**config.mk**
```make
export PLATFORM = sky130hd
export DESIGN_NAME = perf_counters
export DESIGN_NICKNAME = d
export VERILOG_FILES = /design/src/source/trace_pkg.sv /design/src/source/perf_counters.sv
export SDC_FILE = /design/constraint.sdc
export NUM_CORES = 1
export LEC_CHECK = 0
export BUFFER_PORTS_ARGS = -buffer_cell sky130_fd_sc_hd__clkbuf_2
export CAP_MARGIN = 0
export CORE_MARGIN = 5
export CORE_UTILIZATION = 45
export DETAILED_ROUTE_END_ITERATION = 10
export PLACE_DENSITY_LB_ADDON = 0.05
export SETUP_SLACK_MARGIN = 0.5
export SYNTH_ARGS = -nofsm -noshare
export SYNTH_HDL_FRONTEND = slang
export SYNTH_SLANG_ARGS = --single-unit
```
**constraint.sdc**
```tcl
create_clock -name clk -period 2.91 [get_ports clk]
set_input_delay 0.7275 -clock clk [delete_from_list [all_inputs] [get_ports clk]]
set_output_delay 0.7275 -clock clk [all_outputs]
set_load 0.01 [all_outputs]
```
**src/source/trace_pkg.sv**
```systemverilog
// trace package for the commit monitor
// widths, CSR alias addresses and the observation event structs
package trace_pkg;

    localparam int OPID_W   = 7;   // 128 ops in flight
    localparam int XLEN     = 64;
    localparam int ST_TAG_W = 4;   // 16 store entries
    localparam int STRB_W   = 8;
    localparam int BYTES_W  = 4;

    typedef logic [OPID_W-1:0]   opid_t;
    typedef logic [XLEN-1:0]     xword_t;
    typedef logic [11:0]         csr_addr_t;
    typedef logic [ST_TAG_W-1:0] st_tag_t;
    typedef logic [STRB_W-1:0]   strb_t;
    typedef logic [BYTES_W-1:0]  byte_cnt_t;

    // supervisor aliases and user counters
    localparam csr_addr_t CSR_SSTATUS = 12'h100;
    localparam csr_addr_t CSR_SIE     = 12'h104;
    localparam csr_addr_t CSR_SIP     = 12'h144;
    localparam csr_addr_t CSR_CYCLE   = 12'hc00;
    localparam csr_addr_t CSR_INSTRET = 12'hc02;   // time sits in between

    localparam csr_addr_t SUPER_TO_MACHINE = 12'h200;
    localparam csr_addr_t USER_TO_MACHINE  = 12'h100;

    typedef struct packed {
        xword_t mstatus;
        xword_t mtvec;
        xword_t mepc;
        xword_t mcause;
    } csr_snap_t;

    typedef struct packed {
        logic      valid;
        opid_t     opid;
        csr_snap_t snap;   // CSRs seen at decode
    } decode_evt_t;

    typedef struct packed {
        logic        valid;
        opid_t       opid;
        xword_t      pc;
        logic [31:0] ir;
        logic        gpr;
        logic        csr;
        logic        mem;
        logic        exc;
        logic        eret;
        logic        rollback;   // cancels an exception commit
    } commit_evt_t;

    typedef struct packed {
        logic        valid;
        xword_t      pc;
        logic [31:0] ir;
        logic        gpr;
        logic        csr;
        logic        mem;
        logic        exc;
    } commit_rpt_t;

    typedef struct packed {
        logic      valid;
        csr_addr_t addr;
        xword_t    value;
    } csr_wr_t;

    typedef struct packed {
        logic    valid;
        st_tag_t tag;
        xword_t  addr;
        xword_t  wdata;
        strb_t   strobe;
    } st_req_t;

    typedef struct packed {
        logic    valid;
        logic    store;   // 0 for load
        st_tag_t tag;
        logic    miss;
    } st_resp_t;

    typedef struct packed {
        byte_cnt_t nbytes;   // 0 when nothing written
        xword_t    addr;
        xword_t    value;
    } mem_wr_t;

    typedef struct packed {
        logic be_valid;
        logic branch;
        logic jal;
        logic jalr;
        logic fe_redir;
    } mis_evt_t;

endpackage

```
**src/source/perf_counters.sv**
```systemverilog
// performance counters for mispredictions, loads, stores and dcache misses
`timescale 1ns/1ps

module perf_counters (
    input  logic                clk,
    input  logic                rst,
    input  trace_pkg::mis_evt_t mis,
    input  trace_pkg::st_resp_t resp,
    input  logic                store_hit,
    output trace_pkg::xword_t   bmisp,
    output trace_pkg::xword_t   brmisp,
    output trace_pkg::xword_t   jmisp,
    output trace_pkg::xword_t   jrmisp,
    output trace_pkg::xword_t   fmisp,
    output trace_pkg::xword_t   loads,
    output trace_pkg::xword_t   stores,
    output trace_pkg::xword_t   dcmiss
);
    import trace_pkg::*;

    logic [7:0] evt;       // one increment strobe per counter
    logic       st_miss;
    xword_t     cnt [8];

    assign st_miss = resp.valid & resp.store & resp.miss;

    assign evt[0] = mis.be_valid;                   // any back-end mispredict
    assign evt[1] = mis.be_valid & mis.branch;
    assign evt[2] = mis.be_valid & mis.jal;
    assign evt[3] = mis.be_valid & mis.jalr;
    assign evt[4] = mis.fe_redir & ~mis.be_valid;   // back end takes priority
    assign evt[5] = resp.valid & ~resp.store;
    assign evt[6] = store_hit | st_miss;            // hits decided by store_track
    assign evt[7] = resp.valid & resp.miss;         // loads and stores alike

    always_ff @(posedge clk) begin
        for (int i = 0; i < $bits(evt); i++) begin
            if (rst) begin
                cnt[i] <= '0;
            end else if (evt[i]) begin
                cnt[i] <= cnt[i] + XLEN'(1);
            end
        end
    end

    assign bmisp  = cnt[0];
    assign brmisp = cnt[1];
    assign jmisp  = cnt[2];
    assign jrmisp = cnt[3];
    assign fmisp  = cnt[4];
    assign loads  = cnt[5];
    assign stores = cnt[6];
    assign dcmiss = cnt[7];

endmodule

```
* After elaboration in Yosys (flattened, before gate mapping) *
Memories as Yosys holds them, arrays and structs flattened.
Cells that the tools add are included.

storage, ports and cells
  bits in registers = 0
  bits in writable memories = 512
  input bits = 15
  output and inout port bits = 512
  logic and storage cells = 62
  memories kept = 1

operators by class
  add/sub/neg operators = 8
  mux-type cells = 34
  bitwise operators = 19

memory list
  memory  words  width  rd ports  clocked after Yosys merged registers in  wr ports  RTL line             source
  cnt     8      64     8         0                                        8         perf_counters.sv:23  xword_t cnt [8];

operator list
  cell                     count
  $add A64 B1 Y64 const B  8
  $mux W64                 8
  $mux W1                  26
  $or A1 B1 Y1             9
  $and A1 B1 Y1            8
  $not A1 Y1               2

* Logic depth before layout (Yosys ltp) *
  depth after elaboration = 7
  depth in mapped cells = 7
  depth with buffers taken out = 6

* Worst setup path after synthesis *
No wires, ideal clock.

  path type = input-to-reg
  start point = in rst
  end point = mem cnt[1][0] (netlist name), enable pin
  library setup time = 0.432 ns
  data arrival time = 2.570 ns
  required time = 2.478 ns
  path slack = -0.092 ns
  stages on the path = 2
  path buffers = 1
  path through = clkbuf_1 nand2b_1

RTL lines
  element          RTL line             source
  start, declared  perf_counters.sv:6   input logic rst,
  end, declared    perf_counters.sv:23

==> flow_metrics.env <==
export IMPL_drc=0
export IMPL_ant_nets=0
export IMPL_power_leakage_nw=12.6
export IMPL_cp_start_kind="flop"
export IMPL_clock_path_buffers=3
export IMPL_worst_hold_slack_ns=0.480
export IMPL_htreeDepth=2
export IMPL_post_dp_hpwl_um=64900
export IMPL_gr_total_overflow=0
export IMPL_yosysWarnings=0
export IMPL_rsz0062_at_grt="true"
export IMPL_drv_slew=0
export IMPL_endpoint_kind="flop"
export IMPL_syn_to_final_growth_pct=25.0
export IMPL_initial_core_util_pct=45.1
export IMPL_fin_nets=3617
export IMPL_track_usage_pct=24.7
export IMPL_clk_insertion_delay_late_ns=0.62
export IMPL_path_class="flop to flop"
export IMPL_reg_top3="cnt x512"
export IMPL_drive_above_1_share_pct=25.6
export IMPL_diodes=0
export IMPL_ys_types=51
export IMPL_largest_reg_flops=512
export IMPL_grt_pass1_vias=24700
export IMPL_regMostFlops="cnt"
export IMPL_critPathMaxFanout=8
export IMPL_syn_instance_count=2898
export IMPL_synth_area_leaders="edfxtp_1 (53%), xor2_1 (4.7%), nand4_1 (4.5%), nor2_1 (4.5%), a21oi_1 (3.7%)"
export IMPL_status="finished, final reports clean"
export IMPL_wirelength_um=91800
export IMPL_num_rows=93
export IMPL_finalSetupViolCount=0
export IMPL_coreArea_um2=64100
export IMPL_synth_edf_count=512
export IMPL_yosysMostFrequentCell="edfxtp_1"
export IMPL_grt_max_degree=65
export IMPL_vias=26200
export IMPL_synth_top_cell_by_area="edfxtp_1"
export IMPL_required_ns=3.29
export IMPL_cts_tree="built"
export IMPL_synth_common_cells="edfxtp_1 (512), nor2_1 (350), a21oi_1 (214)"
export IMPL_dr_pass1_iters=5
export IMPL_cp_arrival_ns=2.74
export IMPL_fp_dieW_um=264
export IMPL_fillers=5784
export IMPL_yosysSeqAreaShare_pct=53.1
export IMPL_tightest_slew_ns=0.663
export IMPL_min_period_ns=2.36
export IMPL_die_area_um2=69500
export IMPL_tns_ns=0
export IMPL_design_area_um2=36200
export IMPL_io_pins=527
export IMPL_clkTransAtPathRegs_ns=0.06
export IMPL_numPortBuffers=522
export IMPL_synth_main_ff_cell="edfxtp_1"
export IMPL_worstHoldPathType="input pin to flop"
export IMPL_post_route_period_util_pct=81.2
export IMPL_p_per_area_nw_per_um2=501
export IMPL_drtIter0Drc=2281
export IMPL_yosysTopAreaCellShare_pct=53.1
export IMPL_hold_buffers=0
export IMPL_maxCapViolations=0
export IMPL_slew_headroom_pct=55.6
export IMPL_placed_area_um2=33200
export IMPL_via_per_inst=5.84
export IMPL_ir_worst_vdd_mv=0.488
export IMPL_wl_per_cell_um=20.4
export IMPL_fin_total_pwr_mw=18.1
export IMPL_clock_sinks=512
export IMPL_grt_pass1_wl_um=141000
export IMPL_place_gp_congestion=0.884
export IMPL_timing_fmax_mhz=423
export IMPL_die_h_um=264
export IMPL_synth_seq_cells=512
export IMPL_async_flop_share_pct=0
export IMPL_synth_area_um2=28900
export IMPL_syn_nets=2921
export IMPL_antenna_found_initial=2
export IMPL_finalHoldViolCount=0
export IMPL_skew_ns=0.0229
export IMPL_clock_root_buffer="clkbuf_16"
export IMPL_synth_avg_cell_area_um2=9.99
export IMPL_numCtsBuffers=60
## metal layers
| layer | global-route usage, % | vias up | wire length, um |
|---|---|---|---|
| met5 | 0 | - | 11 |
| met4 | 9.03 | 2 | 3390 |
| met3 | 6.50 | 162 | 7140 |
| met2 | 39.7 | 799 | 43100 |
| met1 | 32.5 | 12800 | 38200 |
| li1 | - | 12500 | - |
## report_power, final
group,switching (mW),total [mW],internal [mW]
Sequential,0.622,9.25,8.63
Clock,3.04,7.10,4.07
Combinational,1.10,1.76,0.664
## placed cells by master, fill, tap and decap left out, types with 55 or more instances in the layout
master,n
edfxtp_1,512
a21oi_1,213
inv_1,55
xnor2_1,107
o31ai_1,68
nand4_1,210
clkbuf_16,61
or3_1,139
nor2_1,348
or4_1,82
nor3_1,55
nand2_1,195
o21ai_0,137
xor2_1,155
clkbuf_2,522
buf_4,204
nand3_1,187
nor4_1,56
## final timing paths
check / startpoint / slack, ns / cells after the start / to
max: cnt[0][140]$_SDFFCE_PN0P_ / 0.55 / 5 / cnt[0][187]$_SDFFCE_PN0P_
min reg2reg: cnt[0][71]$_SDFFCE_PN0P_ / 0.65 / 2 / cnt[0][71]$_SDFFCE_PN0P_
max reg2reg: cnt[0][140]$_SDFFCE_PN0P_ / 0.55 / 5 / cnt[0][187]$_SDFFCE_PN0P_
min: mis[1] / 0.48 / 2 / cnt[0][193]$_SDFFCE_PN0P_
## critical path: stages (launching register included)
cell and delay, ns:
edfxtp_1 0.47, nand3_4 0.16, or4_4 0.56, or4_4 0.49, o31a_1 0.29, o21a_1 0.16
## stage by stage
step	setup WS, ns	instances	util [%]
2_1_floorplan	0.490	2898	-
3_3_place_gp	0.172	4272	51.8
3_5_place_dp	0.119	4272	51.8
4_1_cts	0.401	4400	55.0
5_1_grt	0.433	4495	56.4
6_report	0.547	4495	56.4
## cells by family (layout without fill, tap and decap cells)
group / count (synthesis) / in the layout / share of synthesized area (%)
flip-flops: 512 / 512 / 53.1
multiplexers: 2 / 2 / 0.0692
adder cells (fa/ha/maj): 8 / 8 / 0.346
AO/OA/AOI/OAI: 453 / 453 / 8.78
AND/OR/NAND/NOR: 1498 / 1498 / 27.6
buffers and inverters: 163 / 905 / 2.13
XOR/XNOR: 262 / 262 / 7.93
## final cells by class
class | count | area (um2) | share of cell area [%]
multi-input combinational | 2223 | 13300 | 36.8
tap | 855 | 1070 | 2.96
inverter | 55 | 206 | 0.570
sequential | 512 | 15400 | 42.5
timing repair buffer | 742 | 4430 | 12.2
clock buffer | 79 | 1590 | 4.40
clock inverter | 29 | 201 | 0.557
## timing repair
action                                  CTS  global route
gates resized for setup                  17            44
setup buffers                            20            95
endpoints found under the setup margin   97           141
pin swaps                                11            19
Note: power is estimated with default switching activity, not from simulation.
