[config.mk]
export PLATFORM = sky130hd
export DESIGN_NAME = store_track
export DESIGN_NICKNAME = d
export VERILOG_FILES = /design/src/source/trace_pkg.sv /design/src/source/store_track.sv
export SDC_FILE = /design/constraint.sdc
export NUM_CORES = 2
export LEC_CHECK = 0
export BUFFER_PORTS_ARGS = -buffer_cell sky130_fd_sc_hd__buf_2
export CAP_MARGIN = 0
export CORE_UTILIZATION = 55
export CTS_BUF_LIST = sky130_fd_sc_hd__clkbuf_4 sky130_fd_sc_hd__clkbuf_8
export DETAILED_ROUTE_END_ITERATION = 8
export GPL_ROUTABILITY_DRIVEN = 0
export HOLD_SLACK_MARGIN = 0.02
export PLACE_DENSITY = 0.77
export SKIP_LAST_GASP = 1
export SLEW_MARGIN = 10
export SYNTH_ARGS = -nofsm -noshare
export SYNTH_HDL_FRONTEND = slang
export SYNTH_SLANG_ARGS = --single-unit
export TNS_END_PERCENT = 100
[constraint.sdc]
create_clock -name clk -period 16.7 [get_ports clk]
set_clock_uncertainty 0.2 [all_clocks]
set_input_delay 2.505 -clock clk [delete_from_list [all_inputs] [get_ports clk]]
set_output_delay 2.505 -clock clk [all_outputs]
set_load 0.005 [all_outputs]
[src/source/trace_pkg.sv]
// trace package for the commit monitor
// widths, CSR alias addresses and the observation event structs
package trace_pkg;

    localparam int OPID_W   = 7;   // 128 ops in flight
    localparam int XLEN     = 64;
    localparam int ST_TAG_W = 4;   // 16 store entries
    localparam int STRB_W   = 8;
    localparam int BYTES_W  = 4;

    typedef logic [OPID_W-1:0]   opid_t;
    typedef logic [XLEN-1:0]     xword_t;
    typedef logic [11:0]         csr_addr_t;
    typedef logic [ST_TAG_W-1:0] st_tag_t;
    typedef logic [STRB_W-1:0]   strb_t;
    typedef logic [BYTES_W-1:0]  byte_cnt_t;

    // supervisor aliases and user counters
    localparam csr_addr_t CSR_SSTATUS = 12'h100;
    localparam csr_addr_t CSR_SIE     = 12'h104;
    localparam csr_addr_t CSR_SIP     = 12'h144;
    localparam csr_addr_t CSR_CYCLE   = 12'hc00;
    localparam csr_addr_t CSR_INSTRET = 12'hc02;   // time sits in between

    localparam csr_addr_t SUPER_TO_MACHINE = 12'h200;
    localparam csr_addr_t USER_TO_MACHINE  = 12'h100;

    typedef struct packed {
        xword_t mstatus;
        xword_t mtvec;
        xword_t mepc;
        xword_t mcause;
    } csr_snap_t;

    typedef struct packed {
        logic      valid;
        opid_t     opid;
        csr_snap_t snap;   // CSRs seen at decode
    } decode_evt_t;

    typedef struct packed {
        logic        valid;
        opid_t       opid;
        xword_t      pc;
        logic [31:0] ir;
        logic        gpr;
        logic        csr;
        logic        mem;
        logic        exc;
        logic        eret;
        logic        rollback;   // cancels an exception commit
    } commit_evt_t;

    typedef struct packed {
        logic        valid;
        xword_t      pc;
        logic [31:0] ir;
        logic        gpr;
        logic        csr;
        logic        mem;
        logic        exc;
    } commit_rpt_t;

    typedef struct packed {
        logic      valid;
        csr_addr_t addr;
        xword_t    value;
    } csr_wr_t;

    typedef struct packed {
        logic    valid;
        st_tag_t tag;
        xword_t  addr;
        xword_t  wdata;
        strb_t   strobe;
    } st_req_t;

    typedef struct packed {
        logic    valid;
        logic    store;   // 0 for load
        st_tag_t tag;
        logic    miss;
    } st_resp_t;

    typedef struct packed {
        byte_cnt_t nbytes;   // 0 when nothing written
        xword_t    addr;
        xword_t    value;
    } mem_wr_t;

    typedef struct packed {
        logic be_valid;
        logic branch;
        logic jal;
        logic jalr;
        logic fe_redir;
    } mis_evt_t;

endpackage

[src/source/store_track.sv]
// store tracker: remembers store requests by tag and
// emits the memory write trace when a store hits in the data cache
`timescale 1ns/1ps

module store_track (
    input  logic                clk,
    input  logic                rst,
    input  trace_pkg::st_req_t  req,
    input  trace_pkg::st_resp_t resp,
    output trace_pkg::mem_wr_t  mem_wr,
    output logic                store_hit
);
    import trace_pkg::*;

    xword_t    st_addr [2**ST_TAG_W];
    xword_t    st_data [2**ST_TAG_W];   // already aligned to byte 0
    byte_cnt_t st_size [2**ST_TAG_W];

    logic [$clog2(STRB_W)-1:0] lo_idx;  // lowest enabled byte lane
    byte_cnt_t                 pop;

    // scan from the top so the lowest set lane wins
    always_comb begin
        lo_idx = '0;
        for (int i = STRB_W - 1; i >= 0; i--) begin
            if (req.strobe[i]) begin
                lo_idx = i[$clog2(STRB_W)-1:0];
            end
        end
    end

    assign pop = byte_cnt_t'($countones(req.strobe));

    always_ff @(posedge clk) begin
        if (req.valid) begin
            st_addr[req.tag] <= req.addr;
            st_data[req.tag] <= req.wdata >> {lo_idx, 3'b000};   // lane * 8 bits
            st_size[req.tag] <= pop;
        end
    end

    assign store_hit = resp.valid & resp.store & ~resp.miss;

    always_ff @(posedge clk) begin
        mem_wr.addr  <= st_addr[resp.tag];
        mem_wr.value <= st_data[resp.tag];
        if (rst) begin
            mem_wr.nbytes <= '0;
        end else begin
            mem_wr.nbytes <= store_hit ? st_size[resp.tag] : '0;   // 0 marks no write
        end
    end

endmodule

### Word-level counts from Yosys, hierarchy flattened

Memory sizes are Yosys's and may differ from the RTL's. A register that Yosys moved wholly into a read port is not among the register bits.
Index checks and enable logic that the tools add are counted.

| storage, ports and cells | value |
|---|---|
| bits of input ports | 150 |
| word-level logic and storage cells | 26 |
| bits in writable memories | 2112 |
| memories kept | 3 |
| register bits after elaboration | 0 |
| output and inout port bits | 133 |

Memory list:

| memory | depth | width | read ports | clocked after memory_dff | wr ports | line | text |
|---|---|---|---|---|---|---|---|
| st_addr | 16 | 64 | 1 | 1 | 1 | store_track.sv:15 | `xword_t st_addr [2**ST_TAG_W];` |
| st_data | 16 | 64 | 1 | 1 | 1 | store_track.sv:16 | `xword_t st_data [2**ST_TAG_W];` |
| st_size | 16 | 4 | 1 | 1 | 1 | store_track.sv:17 | `byte_cnt_t st_size [2**ST_TAG_W];` |

| operators by class | value |
|---|---|
| multiplexer cells | 10 |
| reductions and logical operators | 1 |
| bitwise gates (word level) | 4 |
| add/sub/neg operators | 7 |
| shift operators | 1 |

Operators by type and width:

| operator | number |
|---|---|
| >> shifter 64 x 6 -> 64 bit | 1 |
| two-way mux 3 bit | 8 |
| adder 1 x 1 -> 2 bit | 4 |
| adder 2 x 2 -> 3 bit | 2 |
| adder 3 x 3 -> 4 bit | 1 |
| AND 1 bit | 2 |
| two-way mux 1 bit | 2 |
| inverter 1 bit | 2 |
| OR reduction 2 bit | 1 |

### Depth between registers and ports, before layout

| logic depth | value |
|---|---|
| word-level depth | 9 |
| mapped depth | 9 |
| depth with buffers taken out | 9 |

### Worst setup path before layout

Ideal clock, no wire load.

| timing | value |
|---|---|
| path type | input to register |
| start | input port req[138] (netlist name) |
| end | memory st_addr[0][0] (netlist name), enable pin |
| data arrival time | 11.926 ns |
| buffers on the path | 0 |
| stages | 2 |
| required time | 15.713 ns |
| setup slack | 3.787 ns |
| library setup time | 0.787 ns |
| path through | or3b_2 > nor3_1 |

RTL lines:

| element | line | text |
|---|---|---|
| from (decl) | store_track.sv:8 | `input trace_pkg::st_req_t req,` |
| to (decl) | store_track.sv:15 |  |

Straight into the memory's write port.

==> flow_summary.ini <==
[yosys]
netlist_area_um2 = 84600
synth.yosys.warnings = 0
ys_types = 40
synth_seq_cells = 2244
synth_seq_area_share_pct = 78.1
postSynthCellCount = 3539
syn_area_per_cell_um2 = 23.9
synth_nets = 3696

[final_layout]
layout_common_cells = 2,112 x edfxtp_1, 631 x mux4_2, 401 x clkbuf_8, 278 x buf_2, 139 x clkbuf_4
area_delta_synth_final_pct = 13.3
fin_nets = 4229
layout_commonest_cell = edfxtp_1
final_cells = 6396
drive_gt1_share_pct = 37.5

[global_routing]
grt_pass1_wl_um = 272000
grt_util_all_layers_pct = 24.2
grt_pass1_vias = 41100
antenna_found_initial = 21
grt_overflow = 0
grt_max_degree = 147

[critical_path]
critPathArrivalTime_ns = 6.90
cp-end-kind = flop
required_ns = 17.33
cp_max_fo = 101
crit_type = input pin to flop
startpoint = resp[1]
worstSetupStartpointType = input pin
r2r-start = st_addr[3][37]
crit_chain = buf_8 > buf_12 > buf_4 > buf_4 > mux4_2 > mux4_2
slowest_stage = buf_4
slowest_delay_ns = 0.88

[sta]
grt_setup_unrepaired = no
max_freq_ghz = 0.159
relSlewSlack_pct = 12.7
setup_tns_ns = 0
slew_violations = 0
hold_violations = 0
fin_crit_sh_pct = 37.5
fin_crit_ns = 6.27
setup_violations = 0
worst_pin_slew_ns = 1.31

[clock_network]
clk_latency_ns = 1.02
cts_inserted_buffers = 362
clockRootBuffer = clkbuf_8
cts_max_path_buffers = 4
htreeDepth = 5
cts_resized = 0
cts.sinks = 2244
cts_hold_buf = 0
clk_pin_slew_ns = 0.06
cts_tree = built
cts_setup_buffers = 0

[detailed_routing]
drcViolationCount = 0
highest_layer = met5
viasPerCell = 6.26
wl_um = 187000
wl_per_cell_um = 29.3
drt_first_pass_iters = 5
ant_nets = 0
wl_met3_um = 16200
drtIter0Drc = 3857
wl_met1_um = 75100
wl_met2_um = 91400
num_vias = 40000

[run]
maxCapViolations = 0

[power_and_ir_drop]
p_leak_uw = 0.0305
powerDensity_nw_per_um2 = 123
ir_drop_mv = 0.0937

[floorplan]
coreArea_um2 = 152000
die_w_um = 394
dieArea_um2 = 155000
initial_utilization_pct = 55.5
io_pins = 283
std_cell_rows = 143
dieHeight_um = 394

[outcome]
status = finished, final reports clean

[placement]
placed_cells = 5737
port_buffers = 282
dpl.hpwl_um = 93900

[hold_path]
hp-class = flop to flop
min-delay-start = st_addr[6][9]
## synthesized netlist by cell type, drive strengths merged
cell     instances  area (um2)
nand4            8        50.1
and2            25         159
o2bb2ai          8        70.1
nor2b           62         388
a211oi          58         435
mux2i           73         731
o31a             1        8.76
or3b             1        8.76
mux2            32         360
or3              1        6.26
edfxtp        2112       63400
o31ai            1        12.5
a21o             8        60.1
ha               3        37.5
clkbuf          78         293
inv             14        52.6
nand3           25         125
dfxtp          132        2640
o21ai           11        55.1
o211ai           8        60.1
nand2           21        78.8
nand2b           2        12.5
a21oi           74         370
nor4             2        12.5
nand3b           3        22.5
xnor2            1        8.76
and2b            1        7.51
mux4           635       14300
nor2            17        63.8
fa               4        80.1
nor3             5        25.0
buf            113         606
## state kept, by name, indices dropped and copies added, names as in the netlist
register,count
st_addr,1024
st_data,1024
mem_wr,132
st_size,64
## worst max-delay path, delay by kind of cell
family                 cells  cell delay, ns
multiplexers               2            1.11
buffers and inverters      4            2.93
## metal layers
metal  track usage (%)  up-vias
li1                  -    16300
met1              34.9    21200
met2              38.1     2146
met3              4.44      364
met4              7.23       12
met5                 0        -
## metrics by stage
| step | hold slack, ns | setup slack (ns) | util, % | power [uW] | area, um2 |
|---|---|---|---|---|---|
| final | 0.503 | 10.43 | 62.9 | 11800 | 95800 |
| after global routing | 0.522 | 10.04 | 62.9 | 12200 | 95800 |
| after CTS | 0.494 | 10.32 | 62.9 | 11900 | 95800 |
| after detailed placement | 0.528 | 9.27 | 58.1 | 7250 | 88500 |
| after global placement | 0.512 | 9.29 | 58.1 | 7220 | 88500 |
| after floorplan | 0.493 | 3.79 | - | 6960 | 84600 |
## cell type report
class,count,area (um2)
Antenna cell,9,22.5
Multi-Input combinational cell,1090,17700
Clock inverter,109,677
Sequential cell,2244,66100
Fill cell,9782,56500
Inverter,14,52.6
Timing Repair Buffer,360,2200
Tap cell,2030,2540
Clock buffer,540,6560
## report_power, final
group | internal, uW | switching, uW
Combinational | 284 | 410
Sequential | 6380 | 53.8
Clock | 2610 | 2060
## cell families after synthesis
kind of cell | Yosys count | share of synthesized area (%)
AND/OR/NAND/NOR | 173 | 1.13
adder cells (fa/ha/maj) | 7 | 0.139
flip-flops | 2244 | 78.1
AO/OA/AOI/OAI | 169 | 1.27
multiplexers | 740 | 18.2
XOR/XNOR | 1 | 0.0104
buffers and inverters | 205 | 1.12
## worst paths after layout
| path | to | slack (ns) | depth (start not counted) |
|---|---|---|---|
| worst max register to register | mem_wr[101] | 14.87 | 4 |
| worst max-delay path | mem_wr[52] | 10.43 | 6 |
| worst min register to register | mem_wr[73] | 0.50 | 3 |
| worst min-delay path | mem_wr[73] | 0.50 | 3 |
Note: power is estimated with default switching activity, not from simulation.
