### src/source/trace_pkg.sv
// trace package for the commit monitor
// widths, CSR alias addresses and the observation event structs
package trace_pkg;

    localparam int OPID_W   = 7;   // 128 ops in flight
    localparam int XLEN     = 64;
    localparam int ST_TAG_W = 4;   // 16 store entries
    localparam int STRB_W   = 8;
    localparam int BYTES_W  = 4;

    typedef logic [OPID_W-1:0]   opid_t;
    typedef logic [XLEN-1:0]     xword_t;
    typedef logic [11:0]         csr_addr_t;
    typedef logic [ST_TAG_W-1:0] st_tag_t;
    typedef logic [STRB_W-1:0]   strb_t;
    typedef logic [BYTES_W-1:0]  byte_cnt_t;

    // supervisor aliases and user counters
    localparam csr_addr_t CSR_SSTATUS = 12'h100;
    localparam csr_addr_t CSR_SIE     = 12'h104;
    localparam csr_addr_t CSR_SIP     = 12'h144;
    localparam csr_addr_t CSR_CYCLE   = 12'hc00;
    localparam csr_addr_t CSR_INSTRET = 12'hc02;   // time sits in between

    localparam csr_addr_t SUPER_TO_MACHINE = 12'h200;
    localparam csr_addr_t USER_TO_MACHINE  = 12'h100;

    typedef struct packed {
        xword_t mstatus;
        xword_t mtvec;
        xword_t mepc;
        xword_t mcause;
    } csr_snap_t;

    typedef struct packed {
        logic      valid;
        opid_t     opid;
        csr_snap_t snap;   // CSRs seen at decode
    } decode_evt_t;

    typedef struct packed {
        logic        valid;
        opid_t       opid;
        xword_t      pc;
        logic [31:0] ir;
        logic        gpr;
        logic        csr;
        logic        mem;
        logic        exc;
        logic        eret;
        logic        rollback;   // cancels an exception commit
    } commit_evt_t;

    typedef struct packed {
        logic        valid;
        xword_t      pc;
        logic [31:0] ir;
        logic        gpr;
        logic        csr;
        logic        mem;
        logic        exc;
    } commit_rpt_t;

    typedef struct packed {
        logic      valid;
        csr_addr_t addr;
        xword_t    value;
    } csr_wr_t;

    typedef struct packed {
        logic    valid;
        st_tag_t tag;
        xword_t  addr;
        xword_t  wdata;
        strb_t   strobe;
    } st_req_t;

    typedef struct packed {
        logic    valid;
        logic    store;   // 0 for load
        st_tag_t tag;
        logic    miss;
    } st_resp_t;

    typedef struct packed {
        byte_cnt_t nbytes;   // 0 when nothing written
        xword_t    addr;
        xword_t    value;
    } mem_wr_t;

    typedef struct packed {
        logic be_valid;
        logic branch;
        logic jal;
        logic jalr;
        logic fe_redir;
    } mis_evt_t;

endpackage

### src/source/commit_ctrl.sv
// commit control: filters commits into reports with their decode-time CSRs
// and remaps aliased CSR write addresses to machine addresses
`timescale 1ns/1ps

module commit_ctrl (
    input  logic                   clk,
    input  logic                   rst,
    input  trace_pkg::commit_evt_t commit,
    input  trace_pkg::csr_wr_t     csr_in,
    output trace_pkg::opid_t       snap_rd_opid,
    input  trace_pkg::csr_snap_t   snap_rd,
    output trace_pkg::commit_rpt_t report,
    output trace_pkg::csr_snap_t   report_snap,
    output trace_pkg::csr_wr_t     csr_out
);
    import trace_pkg::*;

    logic      exc_cmt;    // exception or exception return
    logic      rpt_en;
    logic      super_alias;
    logic      user_cnt;
    csr_addr_t csr_addr;   // normalized write address

    // table lookup is combinational, so the snapshot lines up with the commit
    assign snap_rd_opid = commit.opid;

    assign exc_cmt = commit.exc | commit.eret;

    // a rolled back trap never shows up in the trace
    assign rpt_en = commit.valid & ~(exc_cmt & commit.rollback);

    assign super_alias = (csr_in.addr == CSR_SSTATUS) ||
                         (csr_in.addr == CSR_SIE) ||
                         (csr_in.addr == CSR_SIP);

    assign user_cnt = (csr_in.addr >= CSR_CYCLE) && (csr_in.addr <= CSR_INSTRET);

    always_comb begin
        csr_addr = csr_in.addr;
        if (super_alias) begin
            csr_addr = csr_in.addr + SUPER_TO_MACHINE;   // sstatus, sie, sip
        end else if (user_cnt) begin
            csr_addr = csr_in.addr - USER_TO_MACHINE;    // cycle, time, instret
        end
    end

    always_ff @(posedge clk) begin
        report.pc    <= commit.pc;
        report.ir    <= commit.ir;
        report.gpr   <= commit.gpr & ~exc_cmt;   // trap writes no register
        report.csr   <= commit.csr;
        report.mem   <= commit.mem & ~exc_cmt;   // nor memory
        report.exc   <= exc_cmt;
        report_snap  <= snap_rd;
        csr_out.addr  <= csr_addr;
        csr_out.value <= csr_in.value;
        if (rst) begin
            report.valid  <= 1'b0;
            csr_out.valid <= 1'b0;
        end else begin
            report.valid  <= rpt_en;
            csr_out.valid <= csr_in.valid;
        end
    end

endmodule

### config.mk
export PLATFORM = sky130hd
export DESIGN_NAME = commit_ctrl
export DESIGN_NICKNAME = d
export VERILOG_FILES = /design/src/source/trace_pkg.sv /design/src/source/commit_ctrl.sv
export SDC_FILE = /design/constraint.sdc
export NUM_CORES = 1
export LEC_CHECK = 0
export BUFFER_PORTS_ARGS = -buffer_cell sky130_fd_sc_hd__buf_2
export CORE_AREA = 2 2 346 348
export DETAILED_ROUTE_END_ITERATION = 7
export DIE_AREA = 0 0 348 350
export PLACE_DENSITY = 0.3
export REMOVE_ABC_BUFFERS = 1
export SKIP_LAST_GASP = 1
export SYNTH_ARGS = -nofsm -noshare
export SYNTH_HDL_FRONTEND = slang
export SYNTH_SLANG_ARGS = --single-unit
### constraint.sdc
create_clock -name clk -period 1.74 [get_ports clk]
set_clock_uncertainty 0.2 [all_clocks]
set_input_delay 0.348 -clock clk [delete_from_list [all_inputs] [get_ports clk]]
set_output_delay 0.348 -clock clk [all_outputs]
set_load 0.02 [all_outputs]
### Word-level counts from Yosys, hierarchy flattened

Cells that the tools add are included.

| word-level totals | value |
|---|---|
| register bits after elaboration | 434 |
| input bits | 445 |
| output and inout port bits | 441 |
| word-level logic and storage cells | 33 |

| operators by class | value |
|---|---|
| add/subtract/negate cells | 2 |
| order comparisons | 2 |
| equal/unequal tests | 3 |
| muxes and demuxes | 2 |
| bitwise gates (word level) | 7 |
| reductions and logical operators | 3 |

Operators with widths:

| cell | count |
|---|---|
| $eq 12x9->1 const B | 3 |
| $mux 12 | 2 |
| $add 12x10->12 const B | 1 |
| $ge 12x12->1 const B | 1 |
| $le 12x12->1 const B | 1 |
| $sub 12x9->12 const B | 1 |
| $and 1x1->1 | 4 |
| $logic_or 1x1->1 | 2 |
| $not 1->1 | 2 |
| $logic_and 1x1->1 | 1 |
| $or 1x1->1 | 1 |

### Depth between registers and ports, before layout

| logic depth | value |
|---|---|
| depth in word-level cells | 4 |
| gate-level depth with buffers | 6 |
| depth with buffers taken out | 6 |

### Least setup slack after synthesis

Ideal clock, no wire load.

| timing | value |
|---|---|
| kind | input to register |
| from | input csr_in[73] (netlist bit) |
| to | register csr_out[73] (netlist bit) |
| library setup time | 0.073 ns |
| arrival | 1.487 ns |
| slack | -0.020 ns |
| stages | 6 |
| path buffers | 0 |
| path through | inv_1 ha_1 nor4bb_2 o2111a_1 o311a_1 nor3_2 |

| on the way | value |
|---|---|
| word-level cells in the longest chain between the ends | 4 |
| elaborated cells between the ends (all ways) | 12 |

RTL lines:

| element | line | source |
|---|---|---|
| start: declaration | commit_ctrl.sv:9 | `input trace_pkg::csr_wr_t csr_in,` |
| $ge 12x12->1, or another cell as far along | commit_ctrl.sv:36 | `assign user_cnt = (csr_in.addr >= CSR_CYCLE) && (csr_in.addr <= CSR_INSTRET);` |
| $logic_and 1x1->1 / $logic_or 1x1->1 (equally long branches) | commit_ctrl.sv:36, commit_ctrl.sv:32 |  |
| $mux 12 / $logic_or 1x1->1 (equally long branches) | commit_ctrl.sv:42, commit_ctrl.sv:33 |  |
| $mux 12 * | commit_ctrl.sv:40 | `if (super_alias) begin` |
| net csr_addr[9] | commit_ctrl.sv:22 | `csr_addr_t csr_addr;` |
| end: declaration | commit_ctrl.sv:14 | `output trace_pkg::csr_wr_t csr_out` |

Mark *: on every way through the listed nets, which the timed path passes. The rest lies on a longest branch.
A chain may end at the register's enable or synchronous reset.

### Worst setup path after layout

| timing | value |
|---|---|
| from | input csr_in[74] (netlist bit) |
| to | register csr_out[73] (netlist bit) |

Same word-level chain as after synthesis.

==> summary.md <==
| Metric | Value |
|---|---|
| TritonCTS Buffers | `52` |
| IO Pins | `around 890` |
| Final worst path period share | `a little over nine tenths` |
| Largest net degree at the start of global routing | `14` |
| Clock root cell | `clkbuf_16` |
| Post-synth top area share | `roughly 96%` |
| Row cnt | `126` |
| Cells on Worst Hold Path | `5` |
| Final Critical Period | `1720 ps` |
| Die Y-Extent | `approximately 350 um` |
| Top post-synthesis cells by area | `dfxtp_1 96%, ha_1 0.97%, buf_4 0.58%` |
| Clock-pin slew on the worst setup and hold paths | `50 ps` |
| Total power per unit cell area | `~1100 nW/um^2` |
| Placed Area | `approximately 15000 sq um` |
| Final setup viols | `0` |
| Detailed Place HPWL | `41.4 mm` |
| Buffers on Ports | `871` |
| 1st-iter DRT viols | `300` |
| Critical Path Source Type | `input pin` |
| Peak VDD IR | `between 0.7 and 0.8 mV` |
| Mean Syn Cell Area | `about 19 sq um` |
| Final RePlAce weighted congestion | `around 0.92` |
| Remaining antenna violation count | `0` |
| Crit Path Category | `input pin to register` |
| Number of max-cap violations | `0` |
| Initial antenna violation count | `24` |
| Gr usage total | `~8%` |
| First-pass GRT wire length | `between 60 and 70 mm` |
| Slew margin rel. | `about four fifths` |
| Synth-to-layout area growth | `141%` |
| Req. time, crit path | `just over 2000 ps` |
| # H-tree levels | `2` |
| Initial Util | `roughly 7.7%` |
| Worst Path Max Fanout | `3` |
| Nets@finish | `roughly 2300` |
| Power Total | `24.6 mW` |
| Hold Fails Final Rpt | `0` |
| Fin area | `approximately 22000 sq um` |
| Vias post-DR | `between 9000 and 10000` |
| Top Layer Used | `met5` |
| Post-synthesis sequential area ratio | `95.8%` |
| Yosys warnings | `0` |
| Most common cell after layout, fill and taps aside | `buf_2` |
| Vias in the first global route | `between 10000 and 15000` |
| CP Capture Type | `register` |
| Metal-1 WL | `~19 mm` |
| #FFs+latches synth | `434` |
| Leading area contributor after synthesis | `dfxtp_1` |
| Fmax | `581 MHz` |
| Cell area after synthesis | `9070 sq um` |
| Chip Width | `approximately 350 um` |
| Die ar. | `approximately 120000 sq um` |
| Met2 Wirelength | `about 25 mm` |
| Post-route DRC | `0` |
| Routed wl met3 | `roughly 6.0 mm` |
| Setup repair bufs after CTS | `0` |
| Outcome | `finished, final reports clean` |
| Layout cell share with drive strength beyond 1 | `a little over half` |
| Most frequent cells in the layout | `801 x buf_2, 439 x dlygate4sd3_1, 399 x dfxtp_1` |
| CTS tree | `yes` |
| Syn Inst Count | `488` |
| Max Buffers Root-to-Sink | `3` |
| Hold/Removal Path Class | `input pin to register` |
| CTS Sinks | `434` |
| DR WL/cell | `around 15 um` |
| RSZ-0062 raised after global routing | `no` |
| Vias per Instance | `~2.7` |
| DR pass1 iterations | `4` |
| Worst slew pin tran | `approximately 320 ps` |
| Final Max Slew Viols | `0` |
| Core Footprint | `around 120000 sq um` |
| Yosys cell types | `26` |
| Overflow after GRT | `0` |
| Critical path arrival | `between 2000 and 2500 ps` |
| Setup TNS | `0 ps` |
| Pleak | `a little over 10 nW` |
| Post-Route WL | `51.7 mm` |
[registers in the layout (all words and copies together), names as in the netlist]
register     flops
report_snap    256
report         101
csr_out         77
[critical path: stages]
cell,delay [ps]
dlygate4sd3_1,530
buf_2,130
ha_1,170
nor4bb_4,150
o2111a_1,270
o311a_1,310
nor3_2,140
[timing repair]
action,in CTS,in global routing
endpoints found under the setup margin,70,4
gates cloned,0,0
hold buffers,439,0
resized for setup,125,4
pin swaps,0,4
hold endpoints to repair,434,0
[power by group]
group          total [mW]  internal, mW  switching [mW]
sequential           10.7          10.5           0.170
combinational        2.82          1.42            1.39
clock                11.1          6.64            4.45
total                24.6          18.6            6.01
[routing by layer]
layer / global-route usage [%] / vias to the layer above
li1: - / 4291
met3: 4.16 / 91
met1: 8.27 / 4187
met5: 0 / -
met2: 13.7 / 521
met4: 3.10 / 24
[synth_stat cells]
library cell and n:
nand4_1 1, o2111a_1 1, nor4_1 1, o21ai_1 1, nor3_2 1, and4_1 1
a221oi_1 1, or2_2 1, nor2_1 6, o211ai_1 1, and2_1 1, nor4bb_2 1
nor4_2 1, buf_4 7, nor3_1 1, o21ai_0 1, ha_1 7, xnor2_1 1
nor2b_1 2, o311a_1 1, nand2b_1 3, inv_1 6, dfxtp_1 434, nor3b_1 1
nand2_1 4, a21oi_1 2
[path summary, 6_finish.rpt]
path  slack (ps)           to       start
min          100  csr_out[73]  csr_in[73]
max           20  csr_out[73]  csr_in[74]
[metrics by stage]
step	cells	setup slack (ps)	util [%]	hold WS, ps
2_1_floorplan	481	-19.7	-	176
3_3_place_gp	2898	-219	13.1	250
3_5_place_dp	2898	-219	13.1	252
4_1_cts	3430	-41.9	18.5	35.9
5_1_grt	3431	3.91	18.5	94.9
6_report	3436	18.7	18.6	100
[cells by family (layout without fill, tap and decap cells)]
logic type      Yosys count  in the layout  share of synthesized area, %
simple gates             25             25                          1.70
other cells               0              6                             0
buf+inv                  13           1419                         0.828
fa+ha+maj                 7              7                         0.965
xor+xnor                  1              1                        0.0966
compound gates            8              8                         0.634
flops                   434            434                          95.8
[final cells by class]
| type | count | area, sq um |
|---|---|---|
| Fill cell | 12823 | 95900 |
| Timing Repair Buffer | 1320 | 9060 |
| Sequential cell | 434 | 8750 |
| Tap cell | 1536 | 1920 |
| Clock buffer | 68 | 1490 |
| Multi-Input combinational cell | 41 | 329 |
| Clock inverter | 25 | 268 |
| Inverter | 6 | 22.5 |
| Antenna cell | 6 | 15.0 |
No activity file was read; power rests on OpenSTA's default activity.
